==> config.mk <==
export PLATFORM = sky130hd
export DESIGN_NAME = heep_ext_subsys
export DESIGN_NICKNAME = d
export VERILOG_FILES = /design/src/source/heep_ext_pkg.sv /design/src/source/gpio_cnt.sv /design/src/source/heep_ext_subsys.sv /design/src/source/intr_regs.sv /design/src/source/reg_bus_ctrl.sv /design/src/source/switch_ack_delay.sv
export SDC_FILE = /design/constraint.sdc
export NUM_CORES = 1
export LEC_CHECK = 0
export BUFFER_PORTS_ARGS = -buffer_cell sky130_fd_sc_hd__clkbuf_2
export CORE_MARGIN = 1
export CORE_UTILIZATION = 35
export DETAILED_ROUTE_END_ITERATION = 7
export MAX_ROUTING_LAYER = met4
export SLEW_MARGIN = 25
export SYNTH_ARGS = -nofsm -noshare
export SYNTH_HDL_FRONTEND = slang
export SYNTH_SLANG_ARGS = --single-unit
==> constraint.sdc <==
create_clock -name clk_i -period 3.3 [get_ports clk_i]
set_input_delay 0.66 -clock clk_i [delete_from_list [all_inputs] [get_ports clk_i]]
set_output_delay 0.66 -clock clk_i [all_outputs]
set_load 0.02 [all_outputs]
==> src/source/heep_ext_pkg.sv <==
// Shared types and constants for the external subsystem.
// Register bus structs, power-switch bundle, address map and sizes.
package heep_ext_pkg;

  // Bus widths
  localparam int unsigned ADDR_W = 32;
  localparam int unsigned DATA_W = 32;

  // Register bus slots
  localparam int unsigned NUM_SLOTS     = 2;
  localparam int unsigned SLOT_GPIO_CNT = 0;
  localparam int unsigned SLOT_INTR     = 1;

  localparam logic [NUM_SLOTS-1:0][ADDR_W-1:0] SLOT_BASE = {
    32'h2000_0100,
    32'h2000_0000
  };
  localparam logic [ADDR_W-1:0] SLOT_SPAN = 32'h0000_0100;

  // Power domains
  localparam int unsigned NUM_BANKS          = 4;
  localparam int unsigned EXT_DOMAINS        = 2;
  localparam int unsigned SWITCH_ACK_LATENCY = 15;

  localparam int unsigned NEXT_INT = 8;
  localparam int unsigned CNT_W    = 16;

  // GPIO counter offsets
  localparam logic [ADDR_W-1:0] REG_CTRL  = 32'h0;
  localparam logic [ADDR_W-1:0] REG_LIMIT = 32'h4;
  localparam logic [ADDR_W-1:0] REG_COUNT = 32'h8;

  // Interrupt block offsets
  localparam logic [ADDR_W-1:0] REG_PENDING = 32'h0;
  localparam logic [ADDR_W-1:0] REG_ENABLE  = 32'h4;

  typedef struct packed {
    logic                  valid;
    logic                  write;
    logic [ADDR_W-1:0]     addr;
    logic [DATA_W-1:0]     wdata;
    logic [DATA_W/8-1:0]   wstrb;
  } reg_req_t;

  typedef struct packed {
    logic [DATA_W-1:0] rdata;
    logic              error;
    logic              ready;
  } reg_rsp_t;

  typedef logic [NUM_BANKS-1:0]   bank_vec_t;
  typedef logic [EXT_DOMAINS-1:0] ext_dom_vec_t;

  // Active-low switch requests, also reused for the acknowledges
  typedef struct packed {
    logic         cpu_n;
    logic         periph_n;
    bank_vec_t    banks_n;
    ext_dom_vec_t ext_n;
  } pwr_switch_t;

  typedef logic [NEXT_INT-1:0] intr_vec_t;

endpackage

==> src/source/gpio_cnt.sv <==
// GPIO high-cycle counter with CTRL, LIMIT and COUNT registers.
// Toggles gpio_o and pulses wrap_o each time the count hits the limit.
module gpio_cnt (
  input  logic                   clk_i,
  input  logic                   arst_n_i,
  input  heep_ext_pkg::reg_req_t reg_req_i,
  output heep_ext_pkg::reg_rsp_t reg_rsp_o,
  input  logic                   gpio_i,
  output logic                   gpio_o,
  output logic                   wrap_o
);
  import heep_ext_pkg::*;

  logic             enable_q;
  logic [CNT_W-1:0] limit_q;
  logic [CNT_W-1:0] count_q;
  logic             gpio_q;
  logic             wrap_q;
  logic             wr_ctrl;
  logic             wr_limit;

  assign wr_ctrl  = reg_req_i.valid & reg_req_i.write & (reg_req_i.addr == REG_CTRL);
  assign wr_limit = reg_req_i.valid & reg_req_i.write & (reg_req_i.addr == REG_LIMIT);

  always_ff @(posedge clk_i or negedge arst_n_i) begin
    if (!arst_n_i) begin
      enable_q <= 1'b0;
      limit_q  <= '0;
    end else begin
      if (wr_ctrl) begin
        enable_q <= reg_req_i.wdata[0];
      end
      if (wr_limit) begin
        limit_q <= reg_req_i.wdata[CNT_W-1:0];
      end
    end
  end

  // Counts only on enabled cycles with the pin high
  always_ff @(posedge clk_i or negedge arst_n_i) begin
    if (!arst_n_i) begin
      count_q <= '0;
      gpio_q  <= 1'b0;
      wrap_q  <= 1'b0;
    end else begin
      wrap_q <= 1'b0;
      if (enable_q && gpio_i) begin
        if (count_q == limit_q) begin
          count_q <= '0;
          gpio_q  <= ~gpio_q;
          wrap_q  <= 1'b1;
        end else begin
          count_q <= count_q + CNT_W'(1);
        end
      end
    end
  end

  assign gpio_o = gpio_q;
  assign wrap_o = wrap_q;

  // Same-cycle read, COUNT is read-only
  always_comb begin
    reg_rsp_o.ready = 1'b1;
    reg_rsp_o.error = 1'b0;
    case (reg_req_i.addr)
      REG_CTRL:  reg_rsp_o.rdata = DATA_W'(enable_q);
      REG_LIMIT: reg_rsp_o.rdata = DATA_W'(limit_q);
      REG_COUNT: reg_rsp_o.rdata = DATA_W'(count_q);
      default:   reg_rsp_o.rdata = '0;
    endcase
  end

endmodule

==> src/source/heep_ext_subsys.sv <==
// External subsystem top: register bus demux, switch-cell delay lines,
// GPIO counter and interrupt block.
module heep_ext_subsys (
  input  logic                                  clk_i,
  input  logic                                  arst_n_i,
  input  heep_ext_pkg::reg_req_t                reg_req_i,
  output heep_ext_pkg::reg_rsp_t                reg_rsp_o,
  input  heep_ext_pkg::pwr_switch_t             switch_n_i,
  output heep_ext_pkg::pwr_switch_t             switch_ack_n_o,
  input  logic                                  gpio_i,
  output logic                                  gpio_o,
  input  logic [heep_ext_pkg::NEXT_INT-2:0]     intr_ext_i,
  output logic                                  irq_o
);
  import heep_ext_pkg::*;

  reg_req_t [NUM_SLOTS-1:0] slot_req;
  reg_rsp_t [NUM_SLOTS-1:0] slot_rsp;
  logic                     cnt_wrap;
  intr_vec_t                intr_vec;

  // Line 0 is the counter wrap, the rest come from outside
  assign intr_vec = {intr_ext_i, cnt_wrap};

  reg_bus_ctrl reg_bus_ctrl_i (
    .reg_req_i (reg_req_i),
    .reg_rsp_o (reg_rsp_o),
    .slot_req_o(slot_req),
    .slot_rsp_i(slot_rsp)
  );

  // Stand-ins for the power-switch cells
  switch_ack_delay #(
    .payload_t(logic),
    .LATENCY  (SWITCH_ACK_LATENCY)
  ) cpu_ack_dly_i (
    .clk_i,
    .arst_n_i,
    .switch_n_i    (switch_n_i.cpu_n),
    .switch_ack_n_o(switch_ack_n_o.cpu_n)
  );

  switch_ack_delay #(
    .payload_t(logic),
    .LATENCY  (SWITCH_ACK_LATENCY)
  ) periph_ack_dly_i (
    .clk_i,
    .arst_n_i,
    .switch_n_i    (switch_n_i.periph_n),
    .switch_ack_n_o(switch_ack_n_o.periph_n)
  );

  switch_ack_delay #(
    .payload_t(bank_vec_t),
    .LATENCY  (SWITCH_ACK_LATENCY)
  ) banks_ack_dly_i (
    .clk_i,
    .arst_n_i,
    .switch_n_i    (switch_n_i.banks_n),
    .switch_ack_n_o(switch_ack_n_o.banks_n)
  );

  switch_ack_delay #(
    .payload_t(ext_dom_vec_t),
    .LATENCY  (SWITCH_ACK_LATENCY)
  ) ext_ack_dly_i (
    .clk_i,
    .arst_n_i,
    .switch_n_i    (switch_n_i.ext_n),
    .switch_ack_n_o(switch_ack_n_o.ext_n)
  );

  gpio_cnt gpio_cnt_i (
    .clk_i,
    .arst_n_i,
    .reg_req_i(slot_req[SLOT_GPIO_CNT]),
    .reg_rsp_o(slot_rsp[SLOT_GPIO_CNT]),
    .gpio_i,
    .gpio_o,
    .wrap_o   (cnt_wrap)
  );

  intr_regs intr_regs_i (
    .clk_i,
    .arst_n_i,
    .reg_req_i(slot_req[SLOT_INTR]),
    .reg_rsp_o(slot_rsp[SLOT_INTR]),
    .intr_i   (intr_vec),
    .irq_o
  );

endmodule

==> src/source/intr_regs.sv <==
// Sticky interrupt pending and enable registers.
// Drives one combined interrupt request line.
module intr_regs (
  input  logic                    clk_i,
  input  logic                    arst_n_i,
  input  heep_ext_pkg::reg_req_t  reg_req_i,
  output heep_ext_pkg::reg_rsp_t  reg_rsp_o,
  input  heep_ext_pkg::intr_vec_t intr_i,
  output logic                    irq_o
);
  import heep_ext_pkg::*;

  intr_vec_t pending_q;
  intr_vec_t enable_q;
  intr_vec_t clr_mask;
  logic      wr_pending;
  logic      wr_enable;

  assign wr_pending = reg_req_i.valid & reg_req_i.write & (reg_req_i.addr == REG_PENDING);
  assign wr_enable  = reg_req_i.valid & reg_req_i.write & (reg_req_i.addr == REG_ENABLE);

  // Write 1 to clear
  assign clr_mask = wr_pending ? reg_req_i.wdata[NEXT_INT-1:0] : '0;

  always_ff @(posedge clk_i or negedge arst_n_i) begin
    if (!arst_n_i) begin
      pending_q <= '0;
      enable_q  <= '0;
    end else begin
      // A new edge beats a clear in the same cycle
      pending_q <= (pending_q & ~clr_mask) | intr_i;
      if (wr_enable) begin
        enable_q <= reg_req_i.wdata[NEXT_INT-1:0];
      end
    end
  end

  assign irq_o = |(pending_q & enable_q);

  always_comb begin
    reg_rsp_o.ready = 1'b1;
    reg_rsp_o.error = 1'b0;
    case (reg_req_i.addr)
      REG_PENDING: reg_rsp_o.rdata = DATA_W'(pending_q);
      REG_ENABLE:  reg_rsp_o.rdata = DATA_W'(enable_q);
      default:     reg_rsp_o.rdata = '0;
    endcase
  end

  irq_pending_a : assert property (@(posedge clk_i) disable iff (!arst_n_i)
    irq_o |-> (|pending_q))
  else $error("intr_regs: irq raised with nothing pending");

endmodule

==> src/source/reg_bus_ctrl.sv <==
// Register bus address decode and demux to the peripheral slots.
// Unmapped accesses get an error response with zero read data.
module reg_bus_ctrl (
  input  heep_ext_pkg::reg_req_t                          reg_req_i,
  output heep_ext_pkg::reg_rsp_t                          reg_rsp_o,
  output heep_ext_pkg::reg_req_t [heep_ext_pkg::NUM_SLOTS-1:0] slot_req_o,
  input  heep_ext_pkg::reg_rsp_t [heep_ext_pkg::NUM_SLOTS-1:0] slot_rsp_i
);
  import heep_ext_pkg::*;

  logic [NUM_SLOTS-1:0] hit;
  logic [NUM_SLOTS-1:0] slot_valid;

  // Window match per slot
  always_comb begin
    for (int i = 0; i < NUM_SLOTS; i++) begin
      // Addresses below the base wrap around and fail the compare too
      hit[i] = (reg_req_i.addr - SLOT_BASE[i]) < SLOT_SPAN;
    end
  end

  always_comb begin
    reg_rsp_o.rdata = '0;
    reg_rsp_o.error = reg_req_i.valid & ~(|hit);
    reg_rsp_o.ready = 1'b1;
    for (int i = 0; i < NUM_SLOTS; i++) begin
      slot_req_o[i]       = reg_req_i;
      slot_req_o[i].valid = reg_req_i.valid & hit[i];
      // Slots only see their local offset
      slot_req_o[i].addr  = reg_req_i.addr - SLOT_BASE[i];
      slot_valid[i]       = slot_req_o[i].valid;
      if (hit[i]) begin
        reg_rsp_o = slot_rsp_i[i];
      end
    end
  end

  // Overlapping windows in the address map would trip this
  always_comb begin
    one_slot_a : assert ($onehot0(slot_valid))
    else $error("reg_bus_ctrl: more than one slot selected (%b)", slot_valid);
  end

endmodule

==> src/source/switch_ack_delay.sv <==
// Fixed-latency register chain modelling power-switch acknowledge cells.
module switch_ack_delay #(
  parameter type         payload_t = logic,
  parameter int unsigned LATENCY   = 1
) (
  input  logic     clk_i,
  input  logic     arst_n_i,
  input  payload_t switch_n_i,
  output payload_t switch_ack_n_o
);

  payload_t stage_q [LATENCY];

  if (LATENCY < 1) begin : gen_bad_latency
    $error("switch_ack_delay: LATENCY must be at least 1");
  end

  // Switches read as open (all ones) until the first request arrives
  always_ff @(posedge clk_i or negedge arst_n_i) begin
    if (!arst_n_i) begin
      for (int i = 0; i < LATENCY; i++) begin
        stage_q[i] <= '1;
      end
    end else begin
      stage_q[0] <= switch_n_i;
      for (int i = 1; i < LATENCY; i++) begin
        stage_q[i] <= stage_q[i-1];
      end
    end
  end

  assign switch_ack_n_o = stage_q[LATENCY-1];

  // X on a request must never reach the acknowledge side
  ack_known_a : assert property (@(posedge clk_i) disable iff (!arst_n_i)
    !$isunknown(switch_ack_n_o))
  else $error("switch_ack_delay: unknown acknowledge value");

endmodule

==> flow_summary.toml <==
[cells_and_area]
drive_gt1_frac = 0.553
final_util = 0.456
area_delta_synth_final_pct = 25.9
seqCellArea_um2 = 4430
multiInputGateArea_um2 = 1830
fillers = 1575
nets = 651
n_antenna_cell = 0

[route]
vias = 3753
postRouteAntennaNets = 0
viasPerCell = 4.70
drt_iter0_markers = 154
drc_errors = 0
wl_mm = 11.9
dr.pass1.iters = 5
wl_per_cell_um = 14.9

[synthesis]
synth_area_leader_cell = "dfstp_2"
ys_types = 42
ys.flop_type = "dfstp_2"
synth-edff-count = 0
seq_area_frac_synth = 0.700
async_flop_share = 1.00
yosys-top-cells-area = "dfstp_2 (50%), dfrtp_1 (20%), a22oi_1 (3.2%)"
ys_warn_count = 0
synth_top_area_frac = 0.498
synth_area_um2 = 6330
ys_ff_latch = 171
syn_area_per_cell_um2 = 14.3
netlist_instances = 444

[clocking]
clk_path_buf_depth = 2
clk_pin_slew_ps = 60
cts_tree = "done"
holdBufCountCts = 0
clkLatencyLatePin_ps = 410
cts-buffers-inserted = 17
cts.sinks = 171
ctsRootBufferMaster = "clkbuf_16"
cts_max_level = 4

[sta]
fin_crit_sh = 0.983
setup_slack_ps = 54.7
max_freq_ghz = 0.308
period_needed_ps = 3250
tightest_slew_ps = 732
final_max_slew_viol_count = 0
setup_viol = 0
finClkSkew_ps = 8.02
max-slew-margin-rel = 0.512
setup_tns_ps = 0
whs_ps = 309
grt_setup_unrepaired = "yes"
final_hold_viol_count = 0

[setup_path]
slowest_delay_ps = 530
startpoint_type = "input port"
path_max_fanout = 5
reg2reg_from = "gpio_cnt_i.count_q[12]"
crit_start = "reg_req_i[58]"
path_cells = "buf_6, nor4_4, nand3_2, nor4_4, a31oi_2, or4_4, clkbuf_16, o22ai_4, buf_6"
cp_slowest_cell = "or4_4"
cp.arrival_ps = 2590
required_ps = 2640
cp-end-kind = "primary output"
critPathKind = "in -> out"

[placement]
numPortBuffers = 94
gp_congestion = 0.811
post-place-ws_ps = -85.8
dp_hpwl_mm = 8.04

[global_routing]
grt_pass1_vias = 3713
grt_max_degree = 83
antenna_found_initial = 0
grt_overflow = 0
grt_pass1_wl_mm = 19.1
grt_use_total = 0.141

[floorplanning]
fp.dieW_um = 136
start_util = 0.362
fp.dieArea_um2 = 18600
die_h_um = 136
num_rows = 48
core_um2 = 17500
io_pins = 132

[power]
power_switching_w = 0.000949
switching_share = 0.215
ir_drop_mv = 0.436
p_leak_nw = 3.44
clkPwrFrac = 0.454
internal_power_w = 0.00346
totalPowerFinal_w = 0.00441
seqPwrFrac = 0.510
power_density_nw_per_um2 = 554
pwr-share-comb = 0.036

[status]
status = "completed"

[job]
maxCapViolations = 0

[min_path]
hp-class = "in -> async"
-- final cells by class --
cell class / count / area share
inverters: 13 / 0.00613
multi-input cells: 238 / 0.230
well taps: 225 / 0.0353
clock inverters: 13 / 0.0192
flip-flops and latches: 171 / 0.556
repair buffers: 119 / 0.0966
clock buffers: 19 / 0.0570
-- placed cells by master, fill, tap and decap left out, types with 4 or more instances in the layout --
cell type and count:
nor3_1 5, nor2_1 38, xor2_1 11, buf_6 11, inv_1 13, clkbuf_2 80, clkbuf_16 19, a22oi_1 27
nor3_2 4, mux2_2 15, dfrtp_1 51, xnor2_1 21, nand2_1 16, nand3_1 5, conb_1 17, dfstp_2 120
mux2_4 10, inv_6 5, buf_4 22, nand4_1 10, and3_1 9, a41oi_1 8, o22ai_4 7
-- flip-flops by register name, summed over array words and instances, names as in the netlist --
register	count
intr_regs_i.pending_q	8
periph_ack_dly_i.switch_ack_n_o	1
ext_ack_dly_i.stage_q	28
banks_ack_dly_i.switch_ack_n_o	4
intr_regs_i.enable_q	8
banks_ack_dly_i.stage_q	56
gpio_cnt_i.enable_q	1
ext_ack_dly_i.switch_ack_n_o	2
gpio_cnt_i.count_q	16
gpio_cnt_i.gpio_o	1
cpu_ack_dly_i.stage_q	14
gpio_cnt_i.wrap_o	1
cpu_ack_dly_i.switch_ack_n_o	1
periph_ack_dly_i.stage_q	14
gpio_cnt_i.limit_q	16
-- logic make-up (layout without fill, tap and decap cells) --
group | Yosys count | count (layout) | synth area share
other cells | 2 | 17 | 0.00119
flops | 171 | 171 | 0.700
buf+inv | 50 | 164 | 0.0494
compound gates | 55 | 55 | 0.0635
fa+ha+maj | 3 | 3 | 0.00593
xor+xnor | 32 | 32 | 0.0443
simple gates | 105 | 105 | 0.0840
mux | 26 | 26 | 0.0520
-- worst max-delay path, delay by kind of cell --
| family | cells | cell delay [ps] |
|---|---|---|
| AOI/OAI and AO/OA | 2 | 220 |
| buffers and inverters | 3 | 430 |
| and+or+nand+nor | 4 | 1270 |
-- routing by layer --
metal,up-vias,GRT usage,share of wire
met4,0,0.0512,0.013
met1,1896,0.189,0.47
met5,-,-,0
li1,1734,-,-
met2,110,0.204,0.47
met3,13,0.0391,0.048
-- power by group through the flow --
stage | sequential (W) | clock [W] | combinational [W]
after global routing | 0.00226 | 0.00217 | 0.000179
after detailed placement | 0.00228 | 0 | 0.000152
after floorplan | 0.00228 | 0 | 0.0000655
final | 0.00225 | 0.00200 | 0.000159
after global placement | 0.00228 | 0 | 0.000145
after CTS | 0.00225 | 0.00207 | 0.000155
-- Yosys cell counts (2+ instances only) --
cell / number
dfstp_2: 120
dfrtp_1: 51
nor2_1: 38
a22oi_1: 27
buf_4: 25
xnor2_1: 21
nand2_1: 16
mux2_2: 15
inv_1: 13
xor2_1: 11
and3_1: 10
mux2_4: 10
nand4_1: 10
clkbuf_1: 9
a41oi_1: 8
nor3_1: 8
o22ai_1: 8
nand3_1: 6
o21ai_0: 4
ha_1: 3
nor4_1: 3
o31ai_1: 3
a31oi_1: 2
buf_6: 2
conb_1: 2
nor4_2: 2
or3_1: 2
-- timing repair --
action | 4_1_cts | 5_1_grt
buffers inserted | 1 | 5
setup endpoints to repair | 8 | 11
gates resized for setup | 14 | 50
cloned | 0 | 1
pin swaps | 1 | 13
-- path summary, 6_finish.rpt --
check                                              end  slack [ps]  cells past startpoint
max                                       reg_rsp_o[6]          50                      9
min                            intr_regs_i.enable_q[7]         310                      1
max reg2reg                          gpio_cnt_i.gpio_o         920                      6
min reg2reg                banks_ack_dly_i.stage_q[15]         350                      0
max in group asynchronous    ext_ack_dly_i.stage_q[24]        2030                      2
min in group clk_i         banks_ack_dly_i.stage_q[58]         320                      1
-- metrics by stage --
| stage | instance area [um^2] | instances |
|---|---|---|
| 3_5_place_dp | 7030 | 759 |
| 3_3_place_gp | 7030 | 759 |
| 2_1_floorplan | 6390 | 459 |
| 4_1_cts | 7710 | 792 |
| 6_report | 7970 | 798 |
| 5_1_grt | 7970 | 798 |
No activity file was read; power rests on OpenSTA's default activity.
